===== src/design/ldst_pkg.sv =====
`default_nettype none

package ldst_pkg;

	localparam int NUM_REGS = 16;
	localparam int WORD_BYTES = 4;
	localparam int WORD_BITS = 32;

	localparam int REG_BITS = $clog2(NUM_REGS);
	localparam int COUNT_BITS = $clog2(NUM_REGS + 1); // Room for a full list
	localparam int ADDR_LSB = $clog2(WORD_BYTES);
	localparam int PTR_BITS = WORD_BITS - ADDR_LSB;

	// Data values and byte addresses
	typedef logic [WORD_BITS-1:0] word;

	// Word address, the byte address without its two low bits
	typedef logic [PTR_BITS-1:0] ptr;

	typedef logic [REG_BITS-1:0] reg_num;

	// Bit i selects register i
	typedef logic [NUM_REGS-1:0] reg_list;

	typedef logic [COUNT_BITS-1:0] reg_count;

	// One-hot so that a corrupted state stands out
	typedef enum logic [3:0] {
		CYCLE_IDLE      = 4'b0001,
		CYCLE_ISSUE     = 4'b0010,
		CYCLE_TRANSFER  = 4'b0100,
		CYCLE_WRITEBACK = 4'b1000
	} ctrl_cycle;

endpackage

`default_nettype wire


===== src/design/ldst_control.sv =====
`timescale 1ns/100ps
`default_nettype none

module ldst_control
(
	input  logic                clk,
	                            rst_n,

	input  logic                issue,
	                            load,
	                            pre_indexed,
	                            increment,
	                            writeback,
	input  ldst_pkg::reg_list   regs,

	input  ldst_pkg::ctrl_cycle cycle,
	                            next_cycle,
	input  logic                mem_ready,
	input  ldst_pkg::word       rd_value_b,
	                            alu_a,
	                            alu_b,
	                            q_alu,

	output ldst_pkg::ptr        mem_addr,
	output ldst_pkg::word       mem_data_wr,
	                            mem_offset,
	output logic                mem_start,
	                            mem_write,
	                            pop_valid,
	                            ldst_next,
	                            ldst_writeback,
	output ldst_pkg::reg_num    popped
);

	logic pre, up, outstanding;
	ldst_pkg::reg_num pop_lower, pop_upper;
	ldst_pkg::reg_list insn_regs, mem_regs, next_regs_lower, next_regs_upper;

	// Outside a transfer every cycle counts as a completed step
	assign ldst_next = cycle != ldst_pkg::CYCLE_TRANSFER || mem_ready;
	assign mem_data_wr = rd_value_b;

	ldst_pop pop_inst
	(
		.regs(mem_regs),
		.valid(pop_valid),
		.pop_lower(pop_lower),
		.pop_upper(pop_upper),
		.next_lower(next_regs_lower),
		.next_upper(next_regs_upper)
	);

	always_ff @(posedge clk or negedge rst_n) begin
		if (!rst_n) begin
			pre <= 1'b0;
			up <= 1'b0;
			ldst_writeback <= 1'b0;
			insn_regs <= '0;
			mem_regs <= '0;
			popped <= '0;

			mem_addr <= '0;
			mem_offset <= '0;
			mem_write <= 1'b0;
			mem_start <= 1'b0;
		end else begin
			mem_start <= 1'b0;

			if (cycle == ldst_pkg::CYCLE_IDLE && issue) begin
				pre <= pre_indexed;
				up <= increment;
				ldst_writeback <= writeback;
				insn_regs <= regs;
				mem_regs <= regs;
				mem_write <= !load;
			end else if (next_cycle == ldst_pkg::CYCLE_TRANSFER && ldst_next) begin
				if (cycle == ldst_pkg::CYCLE_ISSUE)
					mem_offset <= alu_b; // Span of the whole block

				// mem_regs keeps only the registers still to be moved
				popped <= up ? pop_lower : pop_upper;
				mem_regs <= up ? next_regs_lower : next_regs_upper;

				mem_addr <= pre ? q_alu[ldst_pkg::WORD_BITS-1:ldst_pkg::ADDR_LSB]
				                : alu_a[ldst_pkg::WORD_BITS-1:ldst_pkg::ADDR_LSB];
				mem_start <= 1'b1;
			end
		end
	end

	// Set from a start until its reply comes back
	always_ff @(posedge clk or negedge rst_n) begin
		if (!rst_n)
			outstanding <= 1'b0;
		else if (mem_start)
			outstanding <= 1'b1;
		else if (mem_ready)
			outstanding <= 1'b0;
	end

	// Only one memory request at a time
	assert property (@(posedge clk) disable iff (!rst_n)
		mem_start |-> !outstanding);

	// The register on the bus belongs to the instruction that was issued
	assert property (@(posedge clk) disable iff (!rst_n)
		cycle == ldst_pkg::CYCLE_TRANSFER |-> insn_regs[popped]);

endmodule

`default_nettype wire


===== src/design/ldst_pop.sv =====
`timescale 1ns/100ps
`default_nettype none

module ldst_pop
(
	input  ldst_pkg::reg_list regs,

	output logic              valid,
	output ldst_pkg::reg_num  pop_lower,
	                          pop_upper,
	output ldst_pkg::reg_list next_lower,
	                          next_upper
);

	assign valid = |regs;

	// Scanning downward leaves the lowest set bit in pop_lower
	always_comb begin
		pop_lower = '0;
		for (int i = ldst_pkg::NUM_REGS - 1; i >= 0; i--)
			if (regs[i])
				pop_lower = ldst_pkg::reg_num'(i);
	end

	always_comb begin
		pop_upper = '0;
		for (int i = 0; i < ldst_pkg::NUM_REGS; i++)
			if (regs[i])
				pop_upper = ldst_pkg::reg_num'(i); // Last hit is the highest
	end

	// Clearing the lowest set bit needs no encoder
	assign next_lower = regs & (regs - ldst_pkg::reg_list'(1));

	assign next_upper = regs & ~(ldst_pkg::reg_list'(1) << pop_upper);

endmodule

`default_nettype wire


===== src/design/ldst_regfile.sv =====
`timescale 1ns/100ps
`default_nettype none

module ldst_regfile
(
	input  logic             clk,
	                         rst_n,

	input  ldst_pkg::reg_num rd_num_a,
	                         rd_num_b,

	input  logic             ld_en,
	input  ldst_pkg::reg_num ld_num,
	input  ldst_pkg::word    ld_value,

	input  logic             wb_en,
	input  ldst_pkg::reg_num wb_num,
	input  ldst_pkg::word    wb_value,

	output ldst_pkg::word    rd_value_a,
	                         rd_value_b
);

	ldst_pkg::word bank [ldst_pkg::NUM_REGS];

	assign rd_value_a = bank[rd_num_a];
	assign rd_value_b = bank[rd_num_b];

	always_ff @(posedge clk or negedge rst_n) begin
		if (!rst_n) begin
			for (int i = 0; i < ldst_pkg::NUM_REGS; i++)
				bank[i] <= '0;
		end else if (wb_en)
			bank[wb_num] <= wb_value;
		else if (ld_en)
			bank[ld_num] <= ld_value;
	end

	// Loads finish in transfer, writeback has a cycle of its own
	assert property (@(posedge clk) disable iff (!rst_n)
		!(ld_en && wb_en));

endmodule

`default_nettype wire


===== src/design/ldst_sequencer.sv =====
`timescale 1ns/100ps
`default_nettype none

module ldst_sequencer
(
	input  logic                clk,
	                            rst_n,

	input  logic                issue,
	                            increment,
	input  ldst_pkg::reg_num    base,
	input  ldst_pkg::reg_list   regs,
	input  ldst_pkg::word       base_value,

	input  logic                ldst_next,
	                            pop_valid,
	                            mem_ready,

	output ldst_pkg::ctrl_cycle cycle,
	                            next_cycle,
	output ldst_pkg::word       alu_a,
	                            alu_b,
	                            q_alu,
	                            wb_value,
	output ldst_pkg::reg_num    wb_num,
	output logic                wb_en,
	                            busy,
	                            done
);

	logic up;
	ldst_pkg::word base_q;

	function automatic ldst_pkg::reg_count count_regs(input ldst_pkg::reg_list list);
		ldst_pkg::reg_count n;
		n = '0;
		for (int i = 0; i < ldst_pkg::NUM_REGS; i++)
			n = n + ldst_pkg::reg_count'(list[i]);
		return n;
	endfunction

	assign busy = cycle != ldst_pkg::CYCLE_IDLE;
	assign wb_en = cycle == ldst_pkg::CYCLE_WRITEBACK;

	assign q_alu = up ? alu_a + ldst_pkg::word'(ldst_pkg::WORD_BYTES)
	                  : alu_a - ldst_pkg::word'(ldst_pkg::WORD_BYTES);
	assign wb_value = up ? base_q + alu_b : base_q - alu_b;

	always_comb begin
		next_cycle = cycle;
		unique case (cycle)
			ldst_pkg::CYCLE_IDLE:
				if (issue)
					next_cycle = ldst_pkg::CYCLE_ISSUE;
			ldst_pkg::CYCLE_ISSUE: // An empty list skips straight to writeback
				next_cycle = pop_valid ? ldst_pkg::CYCLE_TRANSFER : ldst_pkg::CYCLE_WRITEBACK;
			ldst_pkg::CYCLE_TRANSFER:
				if (ldst_next && !pop_valid)
					next_cycle = ldst_pkg::CYCLE_WRITEBACK;
			default:
				next_cycle = ldst_pkg::CYCLE_IDLE;
		endcase
	end

	always_ff @(posedge clk or negedge rst_n) begin
		if (!rst_n) begin
			cycle <= ldst_pkg::CYCLE_IDLE;
			done <= 1'b0;
			up <= 1'b0;
		end else begin
			cycle <= next_cycle;
			done <= cycle == ldst_pkg::CYCLE_WRITEBACK; // Lands as busy falls
			if (cycle == ldst_pkg::CYCLE_IDLE && issue)
				up <= increment;
		end
	end

	always_ff @(posedge clk) begin
		if (cycle == ldst_pkg::CYCLE_IDLE && issue) begin
			alu_a <= base_value;
			base_q <= base_value;
			alu_b <= ldst_pkg::word'(count_regs(regs)) * ldst_pkg::word'(ldst_pkg::WORD_BYTES);
			wb_num <= base;
		end else if (next_cycle == ldst_pkg::CYCLE_TRANSFER && ldst_next)
			alu_a <= q_alu; // Same step the control block takes for mem_addr
	end

	assert property (@(posedge clk) disable iff (!rst_n)
		cycle inside {ldst_pkg::CYCLE_IDLE, ldst_pkg::CYCLE_ISSUE,
		              ldst_pkg::CYCLE_TRANSFER, ldst_pkg::CYCLE_WRITEBACK});

	// Memory only answers a request made during the transfer phase
	assert property (@(posedge clk) disable iff (!rst_n)
		mem_ready |-> cycle == ldst_pkg::CYCLE_TRANSFER);

endmodule

`default_nettype wire


===== src/design/ldst_unit.sv =====
`timescale 1ns/100ps
`default_nettype none

module ldst_unit
(
	input  logic              clk,
	                          rst_n,

	input  logic              issue,
	                          load,
	                          pre_indexed,
	                          increment,
	                          writeback,
	input  ldst_pkg::reg_num  base,
	input  ldst_pkg::reg_list regs,
	output logic              busy,
	                          done,

	output ldst_pkg::ptr      mem_addr,
	output ldst_pkg::word     mem_data_wr,
	output logic              mem_write,
	                          mem_start,
	input  logic              mem_ready,
	input  ldst_pkg::word     mem_data_rd,

	input  ldst_pkg::reg_num  dbg_num,
	output ldst_pkg::word     dbg_value
);

	ldst_pkg::ctrl_cycle cycle, next_cycle;
	ldst_pkg::word alu_a, alu_b, q_alu, wb_value, base_value, rd_value_b;
	ldst_pkg::reg_num popped, wb_num, rd_num_b;
	logic ldst_next, pop_valid, ldst_writeback, wb_en, ld_en, rf_wb_en;

	assign rd_num_b = busy ? popped : dbg_num; // Debug reads only while idle
	assign dbg_value = rd_value_b;

	assign ld_en = mem_ready && !mem_write;
	assign rf_wb_en = wb_en && ldst_writeback;

	ldst_sequencer sequencer_inst
	(
		.clk, .rst_n,
		.issue, .increment, .base, .regs, .base_value,
		.ldst_next, .pop_valid, .mem_ready,
		.cycle, .next_cycle, .alu_a, .alu_b, .q_alu,
		.wb_value, .wb_num, .wb_en, .busy, .done
	);

	ldst_control control_inst
	(
		.clk, .rst_n,
		.issue, .load, .pre_indexed, .increment, .writeback, .regs,
		.cycle, .next_cycle, .mem_ready, .rd_value_b, .alu_a, .alu_b, .q_alu,
		.mem_addr, .mem_data_wr,
		.mem_offset(),
		.mem_start, .mem_write, .pop_valid, .ldst_next, .ldst_writeback, .popped
	);

	ldst_regfile regfile_inst
	(
		.clk, .rst_n,
		.rd_num_a(base),
		.rd_num_b(rd_num_b),
		.ld_en(ld_en),
		.ld_num(popped),
		.ld_value(mem_data_rd),
		.wb_en(rf_wb_en),
		.wb_num(wb_num),
		.wb_value(wb_value),
		.rd_value_a(base_value),
		.rd_value_b(rd_value_b)
	);

endmodule

`default_nettype wire


===== config.mk =====
export PLATFORM = sky130hd
export DESIGN_NAME = ldst_unit
export DESIGN_NICKNAME = d
export VERILOG_FILES = /design/src/design/ldst_pkg.sv /design/src/design/ldst_control.sv /design/src/design/ldst_pop.sv /design/src/design/ldst_regfile.sv /design/src/design/ldst_sequencer.sv /design/src/design/ldst_unit.sv
export SDC_FILE = /design/constraint.sdc
export NUM_CORES = 2
export LEC_CHECK = 0
export BUFFER_PORTS_ARGS = -buffer_cell sky130_fd_sc_hd__buf_2
export CORE_AREA = 5 5 357 289
export CTS_CLUSTER_SIZE = 12
export DETAILED_ROUTE_END_ITERATION = 12
export DIE_AREA = 0 0 362 294
export PLACE_DENSITY_LB_ADDON = 0.15
export SYNTH_ARGS = -nofsm -noshare
export SYNTH_HDL_FRONTEND = slang
export SYNTH_SLANG_ARGS = --single-unit

===== constraint.sdc =====
create_clock -name clk -period 5.2 [get_ports clk]
set_input_delay 0.52 -clock clk [delete_from_list [all_inputs] [get_ports clk]]
set_output_delay 0.52 -clock clk [all_outputs]
set_load 0.02 [all_outputs]

# After elaboration in Yosys (flattened, before gate mapping)
# Cells that the tools add are included.
[classes]
shifts = 1
mux = 61
reduce_logical = 15
eq_ne = 7
n_bitwise = 8
n_addsub = 20
magnitude_cmp = 6
[op_table]
columns = ["cell", "n"]
rows = [
  ["$bwmux 512", 2],
  ["$mux 512", 2],
  ["$mux 32", 10],
  ["$bmux 32 s4", 2],
  ["$demux 32 s4", 2],
  ["$mux 4", 35],
  ["$add 5x1->5", 14],
  ["$mux 16", 3],
  ["$add 32x3->32 const B", 1],
  ["$add 32x7->32", 1],
  ["$and 16x16->16", 2],
  ["$sub 32x3->32 const B", 1],
  ["$sub 32x7->32", 1],
  ["$mux 30", 1],
  ["$ge 5x5->1 const B", 4],
  ["$not 4->5", 4],
  ["$not 16->16", 1],
  ["$reduce_or 16->1", 1],
  ["$shl 1x4->16 const A", 1],
  ["$sub 16x1->16 const B", 1],
  ["$pmux 4 s3", 1],
  ["$lt 5x1->1 const B", 2],
  ["$eq 4x3->1 const B", 2],
  ["$logic_and 1x1->1", 7],
  ["12 further kinds", 17],
]
[totals]
elab_cells = 148
in_bits = 64
ff_bits = 645
out_inout_bits = 98

# Depth between registers and ports, before layout
[logic_depth]
ltp_word = 21
ltp_mapped = 17
depth_no_buf = 15

# Hierarchy
# From an unflattened synthesis, not the netlist that was laid out.
[hier_totals]
hier_cells = 4420
hier_area_um2 = 45917.8
[by_module_without_submodules]
columns = ["mod", "instances", "cells_each", "area_each_um2", "seq_area_each_um2"]
rows = [
  ["ldst_regfile", 1, 3253, 34435.5, 12812.3],
  ["ldst_sequencer", 1, 679, 6547.5, 2343.5],
  ["ldst_control", 1, 377, 4199.0, 2177.1],
  ["ldst_pop", 1, 105, 678.2, 0.0],
  ["ldst_unit", 1, 6, 57.6, 0.0],
]

# Worst setup path before layout
# No wires, ideal clock.
[synth_path]
path_type = "input to register"
start = "input regs[0]"
end = "register sequencer_inst.alu_b[6] (netlist bit), data pin"
n_path_buf = 0
setup_time_ps = 255
path_stages = 11
required_ps = 4945
path_slack_ps = 1209
t_arrival_ps = 3736
path_cell_list = "ha_1 > inv_1 > fa_1 > fa_1 > fa_1 > fa_1 > inv_1 > fa_1 > fa_1 > a21oi_1 > nor2b_1"
[synth_between]
elab_chain_len = 15
[synth_lines]
columns = ["element", "line", "rtl"]
rows = [
  ["start: declaration", "ldst_unit.sv:15", "input ldst_pkg::reg_list regs,"],
  ["$add 1x1->2", "ldst_sequencer.sv:38", "n = n + ldst_pkg::reg_count'(list[i]);"],
  ["$add 5x1->5 (14 in series)", "ldst_sequencer.sv:38", ""],
  ["end signal: assignment", "ldst_sequencer.sv:82", "alu_b <= ldst_pkg::word'(count_regs(regs)) * ldst_pkg::word'(ldst_pkg::WORD_BYTES);"],
  ["end: declaration", "ldst_sequencer.sv:22", "alu_b,"],
]
# Every way passes these cells.
# A chain may end at the register's enable or synchronous reset.

# Worst setup path after layout
[layout_path]
start = "register sequencer_inst.alu_b[2] (netlist bit)"
end = "register regfile_inst.bank[246] (netlist bit)"
[layout_between]
elab_chain_len = 4
word_cells_on_any_way = 5
classes_between = "2 x add/sub; 3 x mux"
[layout_lines]
columns = ["element", "line", "rtl"]
rows = [
  ["$sub 32x7->32 or $add 32x7->32 (tied branches)", "ldst_sequencer.sv:47", "assign wb_value = up ? base_q + alu_b : base_q - alu_b;"],
  ["$mux 32 (*)", "ldst_sequencer.sv:47", ""],
  ["$bwmux 512 (*)", "ldst_regfile.sv:34", "bank[wb_num] <= wb_value;"],
  ["$mux 512 (*)", "ldst_regfile.sv:33", "end else if (wb_en)"],
  ["end signal: indexed assignment", "ldst_regfile.sv:34", ""],
  ["end signal: indexed assignment", "ldst_regfile.sv:36", "bank[ld_num] <= ld_value;"],
  ["end: declaration", "ldst_regfile.sv:24", "ldst_pkg::word bank [ldst_pkg::NUM_REGS];"],
]
# Every way passes the cells marked *; elsewhere a longest branch is shown, timed or not.

==> impl_metrics.json <==
{
  "via_count": 35500,
  "synthArstFlopShare": 0.890,
  "area_delta_synth_final_pct": 12.9,
  "tns_ps": 0,
  "cts_tree": "yes",
  "final_cell_mix": "dfrtp_1, nand2_1, a21oi_1",
  "layout_commonest_cell": "dfrtp_1",
  "layout-drive-gt1-share": 0.206,
  "slew_headroom": 0.164,
  "first_iter_violations": 4948,
  "grt_max_degree": 118,
  "p_leak_uw": 0.0178,
  "switching_share": 0.476,
  "drt_pass1_iterations": 6,
  "routed_wl_um": 174000,
  "worst_setup_path_end_kind": "flip-flop",
  "clock_sinks": 643,
  "fin_util": 0.446,
  "htreeDepth": 3,
  "ir_drop_v": 0.000468,
  "clockBufferDepth": 3,
  "p_per_area_nw_per_um2": 814,
  "clock_insertion_delay_worst_skew_ps": 650,
  "p_comb_frac": 0.580,
  "crit_chain": "inv_1, ha_1, nor3b_1, buf_4, ha_1, mux2_2, ha_1, a21o_1, nor3_1, a211oi_1, o31ai_1, nand2_1, xnor2_1, o221ai_1",
  "avgSynthCellArea_sq_um": 10.1,
  "syn-num-nets": 4052,
  "internal-power_uw": 18900,
  "fmax_mhz": 206,
  "final_antenna_net_count": 0,
  "gp_congestion": 0.951,
  "fp.dieW_um": 362,
  "first_global_vias": 33900,
  "fin_crit_ps": 4850,
  "cts-root-buf": "clkbuf_16",
  "crit_fanout": 11,
  "setup_viol": 0,
  "start_util": 0.395,
  "vias_per_cell": 6.69,
  "rsz0062_at_grt": "no",
  "fin_nets": 4058,
  "drc_errors": 0,
  "yosys_warnings": 0,
  "seqPwrFrac": 0.266,
  "start_kind": "flip-flop",
  "holdWs_ps": 78.0,
  "clkTransAtPathRegs_ps": 60,
  "finalHoldViolations": 0,
  "dieArea_sq_um": 106000,
  "gr-usage-all-layers": 0.319,
  "synth_edf_count": 71,
  "worst_pin_slew_ps": 1250,
  "syn_area_sq_um": 39300,
  "cpPeakStageDelay_ps": 940,
  "io-pin-count": 162,
  "grt_first_pass_wirelength_um": 249000,
  "synth-main-ff-cell": "dfrtp_1",
  "wl_per_cell_um": 32.8,
  "synth_cell_types": 84,
  "critPathKind": "reg2reg",
  "core_sq_um": 99500,
  "io_buffers": 161,
  "skew_ps": 26.6,
  "ys_ff_latch": 643,
  "synth_cells": 3911,
  "maxCapViolCount": 0,
  "final_cells": 5302,
  "dpl.hpwl_um": 111000,
  "antenna_found_initial": 9,
  "cts_buffers": 74,
  "rows": 104,
  "crit_slowest_cell": "xnor2_1",
  "fp.dieH_um": 294,
  "p_switching_uw": 17200,
  "fin_crit_sh": 0.932,
  "cp.required_ps": 5660,
  "grt-ovfl-total": 0,
  "worstPathArrival_ps": 5310,
  "dp.cells": 5165,
  "crit_top_cell": "ha_1",
  "status": "finished clean",
  "yosysSeqAreaShare": 0.418,
  "p_clk_frac": 0.154,
  "min-delay-path-class": "in2reg",
  "drv_slew": 0
}
[synth_stat cells (all sizes together), types with 13 or more instances]
master	n	share of area
dfrtp	571	0.36
nand2	467	0.045
a21oi	397	0.051
o21ai	387	0.049
nor2	321	0.031
mux4	288	0.16
clkbuf	283	0.027
a22oi	162	0.031
o22ai	116	0.018
buf	112	0.016
edfxtp	71	0.054
ha	65	0.021
and2	59	0.0094
inv	56	0.0053
o221ai	56	0.012
a211oi	49	0.0094
a31oi	48	0.0076
xnor2	44	0.010
xor2	42	0.0097
nor3	37	0.0050
nand3	28	0.0036
a21o	27	0.0052
o21a	24	0.0046
and3	22	0.0035
nor2b	20	0.0032
a221o	15	0.0038
mux2i	13	0.0033
o21bai	13	0.0025
[kinds of logic (layout without fill, tap and decap cells)]
group	after synthesis	in the layout	synth area share
adder cells (fa/ha/maj)	77	77	0.0268
flip-flops	643	643	0.418
other	0	2	0
AND/OR/NAND/NOR	995	995	0.108
multiplexers	307	307	0.170
AO/OA/AOI/OAI	1351	1351	0.208
buffers and inverters	452	516	0.0490
XOR/XNOR	86	86	0.0199
[per-layer routing]
metal  global-route usage  part of all wire  up-vias
li1                     -                 -    14600
met1                0.451              0.41    17900
met2                0.442              0.41     2558
met3                0.116              0.13      455
met4                0.134             0.049       14
met5                    0           0.00076        -
[through the flow]
stage	worst slack, ps	cell area, sq um	total power (uW)
finish	352	44400	36200
global route	170	44400	38100
detailed placement	396	41900	30100
floorplan	1210	39300	23300
CTS	379	44400	35800
global placement	440	41900	30000
[power by group through the flow]
| stage | clock (uW) | sequential [uW] | combinational, uW |
|---|---|---|---|
| 6_report | 5550 | 9630 | 21000 |
| 5_1_grt | 5800 | 9840 | 22400 |
| 4_1_cts | 5600 | 9500 | 20700 |
| 3_5_place_dp | 0 | 9550 | 20600 |
| 3_3_place_gp | 0 | 9520 | 20500 |
| 2_1_floorplan | 0 | 8920 | 14400 |
[layout make-up]
cell class | instances | area (sq um)
Timing Repair Buffer | 325 | 2290
Clock buffer | 110 | 2260
Sequential cell | 643 | 16400
Clock inverter | 24 | 235
Fill cell | 9516 | 55100
Antenna cell | 2 | 5.00
Inverter | 57 | 214
Tap cell | 1325 | 1660
Multi-Input combinational cell | 2816 | 21300
[worst max-delay path, delay by kind of cell, from the launching register on]
family                     cells  cell delay (ps)
muxes                          1              310
buffers and inverters          2              240
adders and majority gates      3              620
AOI/OAI and AO/OA              4             1380
DFF                            1              430
xor gates and xnor gates       1              940
and+or+nand+nor                3              750
[state kept, by name, summed over array words and instances, names as in the netlist, 5 cells and up]
signal / cells
sequencer_inst.base_q: 32
control_inst.mem_addr: 30
regfile_inst.bank: 512
sequencer_inst.alu_b: 5
control_inst.mem_regs: 16
sequencer_inst.alu_a: 30
[worst paths after layout]
check,start,endpoint,slack (ps),cells after the start
setup / recovery,sequencer_inst.alu_b[2]$_DFFE_PP_,regfile_inst.bank[246]$_DFFE_PN0P_,350,14
hold / removal,load,control_inst.mem_write$_DFFE_PN0P_,80,2
setup reg to reg,sequencer_inst.alu_b[2]$_DFFE_PP_,regfile_inst.bank[246]$_DFFE_PN0P_,350,14
hold reg to reg,control_inst.mem_addr[6]$_DFFE_PN0P_,control_inst.mem_addr[6]$_DFFE_PN0P_,460,2
max in group asynchronous,rst_n,regfile_inst.bank[278]$_DFFE_PN0P_,3420,3
min in group asynchronous,rst_n,regfile_inst.bank[487]$_DFFE_PN0P_,510,2
[what timing repair did]
item | in CTS | in global routing
endpoints found under the setup margin | 0 | 6
gates resized for setup | 0 | 1
endpoints found under the hold margin | 83 | 0
hold buffers | 1 | 0
buffers inserted | 0 | 0
Power figures use the tool's default switching activity.
